### src/verilog/strobe_pkg.sv
// shared widths, types, register map and FSM states, imported by every block of the strobe subsystem
package strobe_pkg;

   // counter width, legal period values start at 2 so the carry vector never goes below one bit
   localparam int period_w    = 16;
   localparam int stat_w      = 16;
   localparam int axil_addr_w = 8;
   localparam int axil_data_w = 32;

   // idle cycles between two strobes
   typedef logic [period_w-1:0]    period_t;
   // ratio and coincidence counts
   typedef logic [stat_w-1:0]      stat_t;
   typedef logic [axil_addr_w-1:0] axil_addr_t;
   typedef logic [axil_data_w-1:0] axil_data_t;
   typedef logic [1:0]             axil_resp_t;

   localparam axil_resp_t resp_okay   = 2'b00;
   localparam axil_resp_t resp_slverr = 2'b10;

   // register map, byte offsets
   localparam axil_addr_t reg_ctrl     = 8'h00;
   localparam axil_addr_t reg_period_a = 8'h04;
   localparam axil_addr_t reg_period_b = 8'h08;
   localparam axil_addr_t reg_ratio    = 8'h0C;
   localparam axil_addr_t reg_coincide = 8'h10;
   localparam axil_addr_t reg_status   = 8'h14;

   // ctrl fields
   localparam int ctrl_en_a = 0;
   localparam int ctrl_en_b = 1;
   // self-clearing, always reads back 0
   localparam int ctrl_clr  = 2;

   // ratio meter progress through the b windows
   typedef enum logic [1:0] {
      m_idle,
      m_first_window,
      m_running
   } meter_state_e;

endpackage

### src/verilog/strobe_stat_if.sv
// statistics path from the ratio meter to the register block, one instance inside the subsystem top
`timescale 1ns/10ps

interface strobe_stat_if
   import strobe_pkg::*;
();

   // a strobes counted in the last complete b window
   stat_t ratio;
   // cycles where both strobes fired, saturating
   stat_t coincide;
   // ratio holds a full window
   logic  ratio_valid;
   // one-cycle pulse that wipes the statistics
   logic  clear;

   modport meter (
      output ratio,
      output coincide,
      output ratio_valid,
      input  clear
   );

   modport regs (
      input  ratio,
      input  coincide,
      input  ratio_valid,
      output clear
   );

endinterface

### src/verilog/strobe_axil_regs.sv
// axi4-lite register slave with enables, periods and clear, reads back status and statistics
`timescale 1ns/10ps

module strobe_axil_regs
   import strobe_pkg::*;
(
   input  logic                     clk_i,
   input  logic                     arst_n_i,
   // write address
   input  axil_addr_t               s_awaddr_i,
   input  logic                     s_awvalid_i,
   output logic                     s_awready_o,
   // write data
   input  axil_data_t               s_wdata_i,
   input  logic [axil_data_w/8-1:0] s_wstrb_i,
   input  logic                     s_wvalid_i,
   output logic                     s_wready_o,
   // write response
   output axil_resp_t               s_bresp_o,
   output logic                     s_bvalid_o,
   input  logic                     s_bready_i,
   // read address
   input  axil_addr_t               s_araddr_i,
   input  logic                     s_arvalid_i,
   output logic                     s_arready_o,
   // read data
   output axil_data_t               s_rdata_o,
   output axil_resp_t               s_rresp_o,
   output logic                     s_rvalid_o,
   input  logic                     s_rready_i,
   // channel a
   output logic                     en_a_o,
   output period_t                  period_a_o,
   output logic                     restart_a_o,
   // channel b
   output logic                     en_b_o,
   output period_t                  period_b_o,
   output logic                     restart_b_o,
   strobe_stat_if.regs              stat
);

   logic       en_a_q;
   logic       en_b_q;
   period_t    period_a_q;
   period_t    period_b_q;
   logic       restart_q;
   logic       clear_q;
   logic       bvalid_q;
   axil_resp_t bresp_q;
   logic       rvalid_q;
   axil_resp_t rresp_q;
   axil_data_t rdata_q;
   logic       wr_accept;
   logic       rd_accept;
   logic       wr_mapped;
   axil_data_t ctrl_rd;
   axil_data_t ctrl_wr;
   axil_data_t period_a_wr;
   axil_data_t period_b_wr;
   axil_data_t rd_data;
   axil_resp_t rd_resp;

   // byte lanes with strobe set take the new data
   function automatic axil_data_t merge_bytes(input axil_data_t old_val,
                                              input axil_data_t new_val,
                                              input logic [axil_data_w/8-1:0] strb);
      axil_data_t result;
      result = old_val;
      for (int i = 0; i < axil_data_w/8; i++)
      begin
         if (strb[i])
         begin
            result[8*i +: 8] = new_val[8*i +: 8];
         end
      end
      return result;
   endfunction

   // address and data taken together, only with no response outstanding
   assign wr_accept   = s_awvalid_i & s_wvalid_i & ~bvalid_q;
   assign s_awready_o = wr_accept;
   assign s_wready_o  = wr_accept;
   // one read in flight at a time
   assign rd_accept   = s_arvalid_i & ~rvalid_q;
   assign s_arready_o = ~rvalid_q;

   // ctrl as seen by software, clr bit never stored
   always_comb
   begin
      ctrl_rd            = '0;
      ctrl_rd[ctrl_en_a] = en_a_q;
      ctrl_rd[ctrl_en_b] = en_b_q;
   end

   assign ctrl_wr     = merge_bytes(ctrl_rd, s_wdata_i, s_wstrb_i);
   assign period_a_wr = merge_bytes(axil_data_t'(period_a_q), s_wdata_i, s_wstrb_i);
   assign period_b_wr = merge_bytes(axil_data_t'(period_b_q), s_wdata_i, s_wstrb_i);

   // read decode, statistics are already registered in the meter
   always_comb
   begin
      rd_data   = '0;
      rd_resp   = resp_okay;
      wr_mapped = 1'b1;
      case (s_araddr_i)
         reg_ctrl:     rd_data = ctrl_rd;
         reg_period_a: rd_data = axil_data_t'(period_a_q);
         reg_period_b: rd_data = axil_data_t'(period_b_q);
         reg_ratio:    rd_data = axil_data_t'(stat.ratio);
         reg_coincide: rd_data = axil_data_t'(stat.coincide);
         reg_status:   rd_data[0] = stat.ratio_valid;
         default:      rd_resp = resp_slverr;
      endcase
      // same map on the write side, ratio and status writes are ignored
      case (s_awaddr_i)
         reg_ctrl, reg_period_a, reg_period_b,
         reg_ratio, reg_coincide, reg_status: wr_mapped = 1'b1;
         default:                             wr_mapped = 1'b0;
      endcase
   end

   // write channel and register updates
   always_ff @(posedge clk_i or negedge arst_n_i)
   begin
      if (!arst_n_i)
      begin
         en_a_q     <= 1'b0;
         en_b_q     <= 1'b0;
         period_a_q <= '0;
         period_b_q <= '0;
         restart_q  <= 1'b0;
         clear_q    <= 1'b0;
         bvalid_q   <= 1'b0;
         bresp_q    <= resp_okay;
      end
      else
      begin
         // pulses last a single cycle
         restart_q <= 1'b0;
         clear_q   <= 1'b0;
         if (wr_accept)
         begin
            bvalid_q <= 1'b1;
            bresp_q  <= wr_mapped ? resp_okay : resp_slverr;
            case (s_awaddr_i)
               reg_ctrl:
               begin
                  en_a_q    <= ctrl_wr[ctrl_en_a];
                  en_b_q    <= ctrl_wr[ctrl_en_b];
                  // any rising enable restarts both channels so they stay in phase
                  restart_q <= (ctrl_wr[ctrl_en_a] & ~en_a_q) |
                               (ctrl_wr[ctrl_en_b] & ~en_b_q);
                  clear_q   <= ctrl_wr[ctrl_clr];
               end
               reg_period_a: period_a_q <= period_a_wr[period_w-1:0];
               reg_period_b: period_b_q <= period_b_wr[period_w-1:0];
               default:
               begin
               end
            endcase
         end
         else if (bvalid_q && s_bready_i)
         begin
            bvalid_q <= 1'b0;
         end
      end
   end

   // read channel
   always_ff @(posedge clk_i or negedge arst_n_i)
   begin
      if (!arst_n_i)
      begin
         rvalid_q <= 1'b0;
         rresp_q  <= resp_okay;
         rdata_q  <= '0;
      end
      else if (rd_accept)
      begin
         rvalid_q <= 1'b1;
         rresp_q  <= rd_resp;
         rdata_q  <= rd_data;
      end
      else if (rvalid_q && s_rready_i)
      begin
         rvalid_q <= 1'b0;
      end
   end

   assign s_bvalid_o  = bvalid_q;
   assign s_bresp_o   = bresp_q;
   assign s_rvalid_o  = rvalid_q;
   assign s_rresp_o   = rresp_q;
   assign s_rdata_o   = rdata_q;
   assign en_a_o      = en_a_q;
   assign en_b_o      = en_b_q;
   assign period_a_o  = period_a_q;
   assign period_b_o  = period_b_q;
   assign restart_a_o = restart_q;
   assign restart_b_o = restart_q;
   assign stat.clear  = clear_q;

endmodule

### src/verilog/cs_strobe_gen.sv
// carry-save strobe counter, emits one strobe then period_i idle cycles, one instance per channel
`timescale 1ns/10ps

module cs_strobe_gen
   import strobe_pkg::*;
(
   input  logic    clk_i,
   input  logic    arst_n_i,
   input  logic    en_i,
   input  logic    restart_i,
   input  period_t period_i,
   output logic    strobe_o
);

   // count kept as sum plus carries shifted up one place
   period_t             sum_q;
   logic [period_w-2:0] carry_q;
   period_t             sum_d;
   logic [period_w-2:0] carry_d;
   period_t             carry_in;
   logic                term;

   // the increment enters at bit 0, stored carries sit above it
   assign carry_in = {carry_q, 1'b1};

   // -1 shows up as every sum bit set, a single and-reduce and no carry chain
   // no terminal count in a restart cycle
   assign term = en_i & ~restart_i & (&sum_q);

   always_comb
   begin
      // one half adder per bit, top carry drops off
      sum_d   = sum_q ^ carry_in;
      carry_d = sum_q[period_w-2:0] & carry_in[period_w-2:0];
      if (restart_i)
      begin
         // preload the terminal value so the first strobe follows at once
         sum_d   = '1;
         carry_d = '0;
      end
      else if (term)
      begin
         // ~n is -(n+1), so n idle cycles pass before the next terminal count
         // the period is only taken here, which makes a switch atomic
         sum_d   = ~period_i;
         carry_d = '0;
      end
   end

   always_ff @(posedge clk_i or negedge arst_n_i)
   begin
      if (!arst_n_i)
      begin
         sum_q   <= '0;
         carry_q <= '0;
      end
      else if (en_i || restart_i)
      begin
         // counter freezes while disabled
         sum_q   <= sum_d;
         carry_q <= carry_d;
      end
   end

   // registered terminal flag
   always_ff @(posedge clk_i or negedge arst_n_i)
   begin
      if (!arst_n_i)
      begin
         strobe_o <= 1'b0;
      end
      else
      begin
         strobe_o <= term;
      end
   end

endmodule

### src/verilog/strobe_ratio_meter.sv
// counts a strobes per b window and coincident strobes, feeds the statistics interface
`timescale 1ns/10ps

module strobe_ratio_meter
   import strobe_pkg::*;
(
   input logic          clk_i,
   input logic          arst_n_i,
   input logic          strobe_a_i,
   input logic          strobe_b_i,
   strobe_stat_if.meter stat
);

   meter_state_e state_q;
   meter_state_e state_d;
   stat_t        a_cnt_q;
   stat_t        a_cnt_inc;
   stat_t        ratio_q;
   stat_t        coincide_q;
   logic         both;

   // running window count, an a strobe on the closing b edge still belongs to it
   assign a_cnt_inc = (strobe_a_i && (a_cnt_q != '1)) ? a_cnt_q + stat_t'(1) : a_cnt_q;
   assign both      = strobe_a_i & strobe_b_i;

   // advance one step per b strobe until a full window has been seen
   always_comb
   begin
      state_d = state_q;
      if (strobe_b_i)
      begin
         case (state_q)
            m_idle:         state_d = m_first_window;
            m_first_window: state_d = m_running;
            default:        state_d = m_running;
         endcase
      end
   end

   always_ff @(posedge clk_i or negedge arst_n_i)
   begin
      if (!arst_n_i)
      begin
         state_q    <= m_idle;
         a_cnt_q    <= '0;
         ratio_q    <= '0;
         coincide_q <= '0;
      end
      else if (stat.clear)
      begin
         // start over, the next window is partial again
         state_q    <= m_idle;
         a_cnt_q    <= '0;
         ratio_q    <= '0;
         coincide_q <= '0;
      end
      else
      begin
         state_q <= state_d;
         if (strobe_b_i)
         begin
            a_cnt_q <= '0;
            // nothing to latch before the first b strobe opens a window
            if (state_q != m_idle)
            begin
               ratio_q <= a_cnt_inc;
            end
         end
         else
         begin
            a_cnt_q <= a_cnt_inc;
         end
         // saturates at all ones
         if (both && (coincide_q != '1))
         begin
            coincide_q <= coincide_q + stat_t'(1);
         end
      end
   end

   assign stat.ratio       = ratio_q;
   assign stat.coincide    = coincide_q;
   // high from the cycle after the second b strobe
   assign stat.ratio_valid = (state_q == m_running);

endmodule

### src/verilog/strobe_subsys_top.sv
// top of the tick generator, axi4-lite registers driving two strobe channels and a ratio meter
`timescale 1ns/10ps

module strobe_subsys_top
   import strobe_pkg::*;
(
   input  logic                     clk_i,
   input  logic                     arst_n_i,
   // axi4-lite slave
   input  axil_addr_t               s_awaddr_i,
   input  logic                     s_awvalid_i,
   output logic                     s_awready_o,
   input  axil_data_t               s_wdata_i,
   input  logic [axil_data_w/8-1:0] s_wstrb_i,
   input  logic                     s_wvalid_i,
   output logic                     s_wready_o,
   output axil_resp_t               s_bresp_o,
   output logic                     s_bvalid_o,
   input  logic                     s_bready_i,
   input  axil_addr_t               s_araddr_i,
   input  logic                     s_arvalid_i,
   output logic                     s_arready_o,
   output axil_data_t               s_rdata_o,
   output axil_resp_t               s_rresp_o,
   output logic                     s_rvalid_o,
   input  logic                     s_rready_i,
   // strobes
   output logic                     strobe_a_o,
   output logic                     strobe_b_o
);

   logic    en_a;
   logic    en_b;
   period_t period_a;
   period_t period_b;
   logic    restart_a;
   logic    restart_b;

   // statistics from meter to registers
   strobe_stat_if u_stat ();

   strobe_axil_regs u_regs (
      .clk_i       (clk_i),
      .arst_n_i    (arst_n_i),
      .s_awaddr_i  (s_awaddr_i),
      .s_awvalid_i (s_awvalid_i),
      .s_awready_o (s_awready_o),
      .s_wdata_i   (s_wdata_i),
      .s_wstrb_i   (s_wstrb_i),
      .s_wvalid_i  (s_wvalid_i),
      .s_wready_o  (s_wready_o),
      .s_bresp_o   (s_bresp_o),
      .s_bvalid_o  (s_bvalid_o),
      .s_bready_i  (s_bready_i),
      .s_araddr_i  (s_araddr_i),
      .s_arvalid_i (s_arvalid_i),
      .s_arready_o (s_arready_o),
      .s_rdata_o   (s_rdata_o),
      .s_rresp_o   (s_rresp_o),
      .s_rvalid_o  (s_rvalid_o),
      .s_rready_i  (s_rready_i),
      .en_a_o      (en_a),
      .period_a_o  (period_a),
      .restart_a_o (restart_a),
      .en_b_o      (en_b),
      .period_b_o  (period_b),
      .restart_b_o (restart_b),
      .stat        (u_stat)
   );

   // channel a
   cs_strobe_gen u_gen_a (
      .clk_i     (clk_i),
      .arst_n_i  (arst_n_i),
      .en_i      (en_a),
      .restart_i (restart_a),
      .period_i  (period_a),
      .strobe_o  (strobe_a_o)
   );

   // channel b, its strobes close the meter windows
   cs_strobe_gen u_gen_b (
      .clk_i     (clk_i),
      .arst_n_i  (arst_n_i),
      .en_i      (en_b),
      .restart_i (restart_b),
      .period_i  (period_b),
      .strobe_o  (strobe_b_o)
   );

   strobe_ratio_meter u_meter (
      .clk_i      (clk_i),
      .arst_n_i   (arst_n_i),
      .strobe_a_i (strobe_a_o),
      .strobe_b_i (strobe_b_o),
      .stat       (u_stat)
   );

endmodule

### config.mk
export PLATFORM = sky130hd
export DESIGN_NAME = strobe_subsys_top
export DESIGN_NICKNAME = d
export VERILOG_FILES = /design/src/verilog/strobe_pkg.sv /design/src/verilog/strobe_stat_if.sv /design/src/verilog/strobe_axil_regs.sv /design/src/verilog/cs_strobe_gen.sv /design/src/verilog/strobe_ratio_meter.sv /design/src/verilog/strobe_subsys_top.sv
export SDC_FILE = /design/constraint.sdc
export NUM_CORES = 1
export LEC_CHECK = 0
export BUFFER_PORTS_ARGS = -buffer_cell sky130_fd_sc_hd__buf_4
export CAP_MARGIN = 30
export CORE_ASPECT_RATIO = 0.75
export CORE_MARGIN = 5
export CORE_UTILIZATION = 38
export DETAILED_ROUTE_END_ITERATION = 6
export GPL_TIMING_DRIVEN = 0
export SLEW_MARGIN = 0
export SYNTH_ARGS = -nofsm -noshare
export SYNTH_HDL_FRONTEND = slang
export SYNTH_HIERARCHICAL = 1
export SYNTH_SLANG_ARGS = --single-unit
### constraint.sdc
create_clock -name clk_i -period 4.94 [get_ports clk_i]
set_input_delay 0.741 -clock clk_i [delete_from_list [all_inputs] [get_ports clk_i]]
set_output_delay 0.741 -clock clk_i [all_outputs]
set_load 0.01 [all_outputs]
# After elaboration in Yosys (flattened, before gate mapping)
# Index checks and enable logic that the tools add are counted.
dict set report totals {
  word_cells 118
  input_bits 59
  out_inout_bits 43
  regBits 188
}
dict set report classes {
  n_reduce_logical 25
  add_sub_neg 2
  bitwise_logic 22
  muxes 33
  n_eq_ne 13
}
# operator n
set op_table {}
lappend op_table {{16-bit 2-to-1 mux} 12}
lappend op_table {{15-bit one-hot mux with 5 select lines} 1}
lappend op_table {{15-bit 2-to-1 mux} 4}
lappend op_table {{16-bit by 1-bit adder with 16-bit output (second input constant)} 2}
lappend op_table {{8-bit by 4-bit equality test with 1-bit output (second input constant)} 4}
lappend op_table {{8-bit by 5-bit equality test with 1-bit output (second input constant)} 4}
lappend op_table {{16-bit != test (second input constant)} 2}
lappend op_table {{16-bit NOT} 2}
lappend op_table {{16-bit AND reduction} 2}
lappend op_table {{16-bit bitwise XOR} 2}
lappend op_table {{15-bit AND} 2}
lappend op_table {{8-bit by 3-bit equality test with 1-bit output (second input constant)} 2}
lappend op_table {{8-bit zero test} 2}
lappend op_table {{3-bit AND reduction} 4}
lappend op_table {{2-bit nonzero test} 6}
lappend op_table {{6-bit OR reduction} 2}
lappend op_table {{1-bit AND} 10}
lappend op_table {{2-bit 2-to-1 mux} 5}
lappend op_table {{1-bit 2-to-1 mux} 9}
lappend op_table {{1-bit one-hot mux with 6 select lines} 1}
lappend op_table {{1-bit NOT} 5}
lappend op_table {{1-bit logical AND} 4}
lappend op_table {{2-bit AND reduction} 2}
lappend op_table {{3-bit 2-to-1 mux} 1}
lappend op_table {{4 further kinds} 5}

# Depth between registers and ports, before layout
# Gate-level depths: netlist (run 1).
dict set report logic_depth {
  word_depth 6
  mapped_depth 7
  mapped_depth_nobuf 6
}

# By module
# The synthesis (run 1) kept the hierarchy.
# module area_per_inst_um2 cells_per_inst seq_area_each_um2 instances
set modules_own_cells {}
lappend modules_own_cells {cs_strobe_gen 1582.8 143 800.8 2}
lappend modules_own_cells {strobe_ratio_meter 2805.2 301 1251.2 1}
lappend modules_own_cells {strobe_axil_regs 2797.7 235 1401.3 1}

# Least setup slack after synthesis (run 1)
# No wires, ideal clock.
dict set report synth_path {
  kind {input to register}
  start {input s_awaddr_i[1]}
  end {register u_regs.en_a_q, in the netlist u_regs/en_a_o}
  setup_time_ns 0.125
  path_slack_ns 2.984
  path_buffers 0
  arrival_time_ns 1.831
  t_required_ns 4.815
  path_stages 4
  cell_sequence {nor3_2 nand4b_1 or4_4 mux2_4}
}
dict set report synth_between {
  elab_chain_len 2
}
# item line_no
set synth_rtl {}
lappend synth_rtl {{from (decl)} strobe_subsys_top.sv:10} ;# input axil_addr_t s_awaddr_i,
lappend synth_rtl {{8-bit zero test} strobe_axil_regs.sv:145} ;# case (s_awaddr_i)
lappend synth_rtl {{2-bit AND reduction (no source line)} --}
lappend synth_rtl {{to (signal assigned)} strobe_axil_regs.sv:148} ;# en_a_q <= ctrl_wr[ctrl_en_a];
lappend synth_rtl {{to (decl)} strobe_axil_regs.sv:42} ;# logic en_a_q;
# Every way passes these cells.
# A chain may end at the register's enable or synchronous reset.

# Worst setup path after layout (run 1)
dict set report layout_path {
  start {register u_regs.bvalid_q, in the netlist u_regs/s_bvalid_o}
  end {output s_wready_o}
}
dict set report layout_between {
  elab_chain_len 2
}
# item line_no
set layout_rtl {}
lappend layout_rtl {{from (decl)} strobe_axil_regs.sv:48} ;# logic bvalid_q;
lappend layout_rtl {{from (signal assigned)} strobe_axil_regs.sv:133} ;# bvalid_q <= 1'b0;
lappend layout_rtl {{from (signal assigned)} strobe_axil_regs.sv:143} ;# bvalid_q <= 1'b1;
lappend layout_rtl {{from (signal assigned)} strobe_axil_regs.sv:164} ;# bvalid_q <= 1'b0;
lappend layout_rtl {{1-bit NOT} strobe_axil_regs.sv:80} ;# assign wr_accept = s_awvalid_i & s_wvalid_i & ~bvalid_q;
lappend layout_rtl {{1-bit AND} strobe_axil_regs.sv:80}
lappend layout_rtl {{to (decl)} strobe_subsys_top.sv:16} ;# output logic s_wready_o,
# Every way passes these cells.

==> results.ini, run 1 <==
[synthesis]
synth.cell_area_um2 = 8770
ys_warn_count = 6
synth_cells = 822
ys.flop_type = dfrtp_1
synth_top_cell_area_share = 0.485
post_synth_num_cell_types = 66
synth_edf_count = 0
yosysSeqAreaShare = 0.485
async_reset_ff_frac = 1.00
synth_top_area_cell = dfrtp_1
syn_area_per_cell_um2 = 10.7
synth.area.top_cells = dfrtp_1 49%, mux2_2 5.7%, a22o_1 4.6%
synth_seq_cells = 170

[final_layout]
area_growth_pct = 17.8
final_core_util = 0.451
fillers = 2175
drive_gt1_frac = 0.217
finish.instance_area_um2 = 10300
layout.nets = 1013
antenna_cells = 0

[die]
dieArea_um2 = 26200
num_io_pins = 102
start_util = 0.383
core_um2 = 22900
fp.dieH_um = 142
rows = 48
die_w_um = 185

[timing]
period_needed_ns = 2.17
setup_viol = 0
maxSlewHeadroom = 0.447
slew_viol_final = 0
max_freq_mhz = 461
fin_setup_tns_ns = 0
post-route-period-util = 0.439
worstMarginPinSlew_ns = 0.829
rsz0062_at_grt = no
skew_ns = 0.00900
hold_viol = 0

[run]
drv_cap = 0

[cts]
clk_path_buf_depth = 2
cts_tree = built
clk_latency_ns = 0.44
cts.sinks = 170
post_cts_buffers = 0
clk_transition_reported_paths_ns = 0.06
cts_inserted_buffers = 17
htree_levels = 4
cts_hold_buf = 0
postCtsResizedCells = 0
cts-root-buf = clkbuf_16

[grt]
grt_first_pass_wirelength_mm = 38.3
grt_pass1_vias = 6587
grt_usage = 0.190
overflow = 0
grt_antenna_before_repair = 1
grt_max_degree = 100

[setup_path]
cpLargestDelayFamily = buffers and inverters
critical_path_buf_inv_count = 4
reg2reg_slack_ns = 2.79
crit-reg2reg-capture = u_meter/stat.coincide[13]$_DFFE_PN0P_
crit_type = register to output port
crit_path_cell_trace = inv_1 > nand3_1 > inv_1 > buf_4 > buf_4
rr_startpoint = u_gen_a/strobe_o$_DFF_PN0_
cp-start-kind = register
slowest_stage = dfrtp_1
cpPeakStageDelay_ns = 0.39
crit_path_end_kind = output port
crit_fanout = 6
arrival_ns = 1.43
cp_data_required_time_ns = 4.20
ff2ff_path_depth = 4

[detailed_routing]
firstDrtPassIters = 5
drcViolationCount = 0
ant_nets = 0
drt-total-wl_mm = 24.1
avgRoutedWirePerCell_um = 19.5
routed_via_density = 5.58
vias = 6908
drtIter0Drc = 565

[placed_design]
routabilityCongestion = 0.914
dpl_cell_area_um2 = 9730
portBuffers = 65
dp_hpwl_mm = 17.7

[pwr]
power_density_nw_per_um2 = 288
vdd_drop_max_v = 0.000261
p_leak_nw = 4.85

[hold_path]
hold_path_class = input port to async pin

[outcome]
status = completed

synth_stat cells (3+ instances only):
master	count
buf_2	12
buf_4	23
nor4_4	3
and4_1	4
nand3b_1	6
nand4_1	19
and3b_1	3
nand2_1	35
a211oi_1	4
nand3_1	20
clkbuf_1	33
or3_1	7
nor2_2	5
nand4b_1	5
mux2_2	44
nor3_1	14
nor2_1	56
and3_1	3
a311oi_1	9
or4_4	4
nor2b_1	18
mux2i_1	8
a22oi_1	27
a22o_1	46
o21ai_1	3
o31ai_1	29
inv_1	6
ha_1	30
a21oi_1	46
nor4_1	5
nand2b_1	8
o211ai_1	6
dfrtp_1	170
and2_1	29
o21ai_0	30
or4_1	9
layout by cell type, fill, tap and decap left out, types with 19 or more instances in the layout:
cell type	instances
dfrtp_1	170
a22o_1	46
mux2_2	44
nand2_1	35
ha_1	30
and2_1	29
o21ai_0	30
nor2_1	56
o31ai_1	29
nand3_1	20
nand4_1	19
clkbuf_1	35
a21oi_1	46
buf_4	87
a22oi_1	27
flip-flops by register name (all words and copies together) (netlist names):
name,flops
u_gen_a/sum_q,16
u_gen_b/sum_q,16
u_meter/a_cnt_q,16
u_meter/stat.coincide,16
u_meter/stat.ratio,16
u_regs/period_a_o,16
u_regs/period_b_o,16
u_regs/s_rdata_o,16
u_gen_a/carry_q,15
u_gen_b/carry_q,15
u_meter/state_q,2
u_gen_a/strobe_o,1
u_gen_b/strobe_o,1
u_regs/en_a_o,1
u_regs/en_b_o,1
u_regs/restart_a_o,1
u_regs/s_bresp_o,1
u_regs/s_bvalid_o,1
u_regs/s_rresp_o,1
u_regs/s_rvalid_o,1
u_regs/stat.clear,1
routing by layer:
layer	vias to the layer above	global-route usage	wire (um)	part of all wire
li1	3254	-	-	-
met1	3420	0.301	12300	0.51
met2	204	0.251	9940	0.41
met3	28	0.0459	1460	0.061
met4	2	0.0602	382	0.016
met5	-	0	14	0.00058
area by class of cell:
cell class | instances | area (um2) | share of cell area
buffer | 72 | 398 | 0.0385
timing repair buffer | 66 | 523 | 0.0506
clock inverter | 11 | 136 | 0.0132
tap | 300 | 375 | 0.0363
multi-input combinational | 589 | 4150 | 0.402
sequential | 170 | 4250 | 0.412
clock buffer | 21 | 460 | 0.0446
inverter | 8 | 30.0 | 0.00291
power by group:
group | total, mW | switching [mW] | internal (mW)
registers | 1.44 | 0.0239 | 1.42
clock network | 1.36 | 0.583 | 0.780
logic | 0.171 | 0.100 | 0.0707
total | 2.97 | 0.707 | 2.27
cells by family after synthesis:
group                      after synthesis  share of synthesized area
xor gates and xnor gates                 4                    0.00400
muxes                                   54                     0.0691
and+or+nand+nor                        265                      0.176
adders and majority gates               30                     0.0428
DFF                                    170                      0.485
AOI/OAI and AO/OA                      218                      0.174
buffers and inverters                   80                     0.0488
other                                    1                   0.000428
through the flow:
step	hold WS [ns]	power (mW)	worst slack, ns	instances
after floorplan	0.445	1.54	2.98	839
after global placement	0.467	1.63	2.03	1204
after detailed placement	0.471	1.64	2.57	1205
after CTS	0.372	3.01	2.75	1237
after global routing	0.406	3.09	2.64	1237
final	0.341	2.97	2.77	1237
worst reg2reg max path: stages (launching register included):
cell and delay [ns]:
dfrtp_1 0.62, and2_2 0.26, nand4_1 0.34, nor4_1 0.45
mux2_2 0.38
worst max-delay path by stage:
stage	slack, ns	cells after the start	startpoint	endpoint
2_1_floorplan	2.98	4	s_awaddr_i[1]	u_regs/en_a_o$_DFFE_PN0P_
3_5_place_dp	2.57	5	s_awaddr_i[1]	u_regs/period_a_o[9]$_DFFE_PN0P_
5_1_grt	2.64	4	u_gen_a/strobe_o$_DFF_PN0_	u_meter/stat.coincide[15]$_DFFE_PN0P_
3_3_place_gp	2.03	1	arst_n_i	u_meter/a_cnt_q[7]$_DFF_PN0_
4_1_cts	2.75	5	u_regs/s_bvalid_o$_DFFE_PN0P_	s_wready_o
6_report	2.77	5	u_regs/s_bvalid_o$_DFFE_PN0P_	s_wready_o
Note: power is estimated with default switching activity, not from simulation.
==> inputs of run 2 (changes only) <==
--- a/config.mk
+++ b/config.mk
@@ -5,6 +5,7 @@
 export SDC_FILE = /design/constraint.sdc
 export NUM_CORES = 1
 export LEC_CHECK = 0
+export ABC_AREA = 1
 export BUFFER_PORTS_ARGS = -buffer_cell sky130_fd_sc_hd__buf_4
 export CAP_MARGIN = 30
 export CORE_ASPECT_RATIO = 0.75
==> constraint.sdc (replaced) <==
create_clock -name clk_i -period 2.15 [get_ports clk_i]
set_input_delay 0.3225 -clock clk_i [delete_from_list [all_inputs] [get_ports clk_i]]
set_output_delay 0.3225 -clock clk_i [all_outputs]
set_load 0.01 [all_outputs]
==> results.ini, run 2 <==
[synthesis]
async_reset_ff_frac = 1.00  ; unchanged
synth_seq_cells = 170  ; unchanged
post_synth_num_cell_types = 38  ; -42%
synth.area.top_cells = dfrtp_1 44%, nand2_1 15%, nand3_1 7.6%
ys.flop_type = dfrtp_1
synth_top_area_cell = dfrtp_1
synth_edf_count = 0  ; unchanged
synth_cells = 1261  ; +53%
synth_top_cell_area_share = 0.435  ; -0.0499
syn_area_per_cell_um2 = 7.75  ; -27%
synth_common_cells = 390 x nand2_1, 170 x dfrtp_1, 148 x nand3_1
synth.cell_area_um2 = 9770  ; +11%
yosysSeqAreaShare = 0.435  ; -0.0499
synth.most_common_cell = nand2_1
ys_warn_count = 6  ; unchanged

[placed_design]
routabilityCongestion = 0.853  ; -6.7%
dp.cells = 1682  ; +40%
dp_hpwl_mm = 19.5  ; +10%
portBuffers = 65  ; unchanged
dpl_cell_area_um2 = 10800  ; +11%

[timing]
fin_setup_tns_ns = 0  ; unchanged
setup_viol = 0  ; unchanged
period_needed_ns = 1.90
post-route-period-util = 0.883
worstMarginPinSlew_ns = 0.687  ; -0.142 ns
maxSlewHeadroom = 0.542  ; +0.0946
slew_viol_final = 0  ; unchanged
hold_viol = 0  ; unchanged
max_freq_mhz = 527
rsz0062_at_grt = no
skew_ns = 0.0157  ; +0.00672 ns

[pwr]
power_density_nw_per_um2 = 666  ; +130%
vdd_drop_max_v = 0.000585  ; +120%
p_leak_nw = 5.92  ; +22%

[final_layout]
finish.instance_area_um2 = 11400  ; +10%
layout_common_cells = 390 x nand2_1, 170 x dfrtp_1, 148 x nand3_1
antenna_cells = 0  ; unchanged
drive_gt1_frac = 0.202  ; -0.0148
area_growth_pct = 16.7
layout.nets = 1453  ; +43%
final_common_cell = nand2_1
instances_no_fill = 1715  ; +39%

[die]
fp.dieH_um = 149  ; +5.2%
die_w_um = 195  ; +5.3%
dieArea_um2 = 29100  ; +11%
start_util = 0.389  ; +0.00545
num_io_pins = 102  ; unchanged
rows = 50  ; +4.2%
core_um2 = 25100  ; +9.9%

[grt]
grt_antenna_before_repair = 0  ; -1
overflow = 0  ; unchanged
grt_first_pass_wirelength_mm = 42.4  ; +11%
grt_pass1_vias = 7816  ; +19%
grt_usage = 0.183  ; -0.00727
grt_max_degree = 87  ; -13%

[cts]
clk_latency_ns = 0.45  ; about the same
htree_levels = 4  ; unchanged
clk_transition_reported_paths_ns = 0.07  ; about the same
clk_path_buf_depth = 2  ; unchanged
cts.sinks = 170  ; unchanged
post_cts_buffers = 0  ; unchanged
cts_tree = built
cts_inserted_buffers = 17  ; unchanged
cts-root-buf = clkbuf_16

[hold_path]
hold_path_class = input port to register
worstHoldStart = s_bready_i

[detailed_routing]
ant_nets = 0  ; unchanged
vias = 8336  ; +21%
drt-total-wl_mm = 26.2  ; +8.7%
routed_via_density = 4.86  ; -13%
firstDrtPassIters = 5  ; unchanged
drcViolationCount = 0  ; unchanged
drtIter0Drc = 742  ; +31%
avgRoutedWirePerCell_um = 15.3  ; -22%

[setup_path]
slowest_stage = dfrtp_1
crit_fanout = 8  ; +2
crit_path_cell_trace = ha_1 > nand3_1 > inv_1 > nand2_1 > nor2_4 > nor2_2 > nand2_1 > nand3_1 > nand2_1
cp-startpoint = u_meter/a_cnt_q[0]$_DFF_PN0_
cp-start-kind = register
arrival_ns = 2.23  ; +0.80 ns
critical_path_buf_inv_count = 1  ; -3
rr_startpoint = u_meter/a_cnt_q[0]$_DFF_PN0_
cpMostUsedCell = nand2_1
crit_path_end_kind = register
cp_data_required_time_ns = 2.48  ; -1.72 ns
cpPeakStageDelay_ns = 0.44  ; +0.05 ns
crit_type = register to register
cpLargestDelayFamily = simple AND/OR/NAND/NOR gates
reg2reg_slack_ns = 0.25  ; -2.54 ns

[run]
drv_cap = 0  ; unchanged

[outcome]
status = completed

[run 2: what timing repair did]
action | in CTS | in global routing
resized for setup | 0 | 0
hold buffers | 1 | 0
endpoints found under the hold margin | 85 | 0
[run 2: logic make-up after synthesis]
family | share of synthesized area
other | 0.000384
adder cells (fa/ha/maj) | 0.0384
flip-flops | 0.435
XOR/XNOR | 0.00717
AO/OA/AOI/OAI | 0.0915
AND/OR/NAND/NOR | 0.328
buffers and inverters | 0.0991
[run 2: area by class of cell]
cell class,instances,area [um2]
multi-input cells,906,4620
flip-flops and latches,170,4250
plain buffers,63,444
clock buffers,18,429
clock inverters,14,188
well taps,338,423
repair buffers,67,533
fillers,2527,13700
inverters,139,524
[run 2: final timing paths]
check,depth (start not counted),end
hold / removal,2,u_regs/s_bvalid_o$_DFFE_PN0P_
setup / recovery,9,u_meter/stat.ratio[2]$_DFFE_PN0P_
hold reg to reg,2,u_regs/s_rdata_o[10]$_DFFE_PN0P_
max in group asynchronous,3,u_gen_a/sum_q[3]$_DFFE_PN0P_
min in group asynchronous,2,u_meter/stat.coincide[11]$_DFFE_PN0P_
setup reg to reg,9,u_meter/stat.ratio[2]$_DFFE_PN0P_
[run 2: power by group]
| group | internal [mW] | switching, mW |
|---|---|---|
| logic | 0.357 | 0.431 |
| clock network | 1.86 | 1.42 |
| registers | 3.38 | 0.155 |
[run 2: metal layers]
layer | vias to the layer above | global-route usage | part of all wire
li1 | 4172 | - | -
met1 | 3916 | 0.281 | 0.51
met2 | 217 | 0.262 | 0.42
met3 | 31 | 0.0370 | 0.054
met4 | 0 | 0.0471 | 0.016
met5 | - | 0 | 0
[run 2: per-stage QoR]
stage / setup WS (ns) / util / power [mW] / hold WS [ns]
2_1_floorplan: 0.600 / - / 4.05 / 0.0269
3_3_place_gp: -0.335 / 0.427 / 4.35 / 0.465
5_1_grt: 0.0761 / 0.454 / 7.97 / 0.0654
6_report: 0.251 / 0.454 / 7.60 / 0.0705
4_1_cts: 0.265 / 0.454 / 7.70 / 0.0637
3_5_place_dp: 0.266 / 0.429 / 4.38 / 0.388
[run 2: worst register-to-register path, cell delays in order, from the launching register on]
cell,delay (ns)
dfrtp_1,0.44
ha_1,0.25
nand3_1,0.14
inv_1,0.07
nand2_1,0.16
nor2_4,0.08
nor2_2,0.31
nand2_1,0.13
nand3_1,0.15
nand2_1,0.07
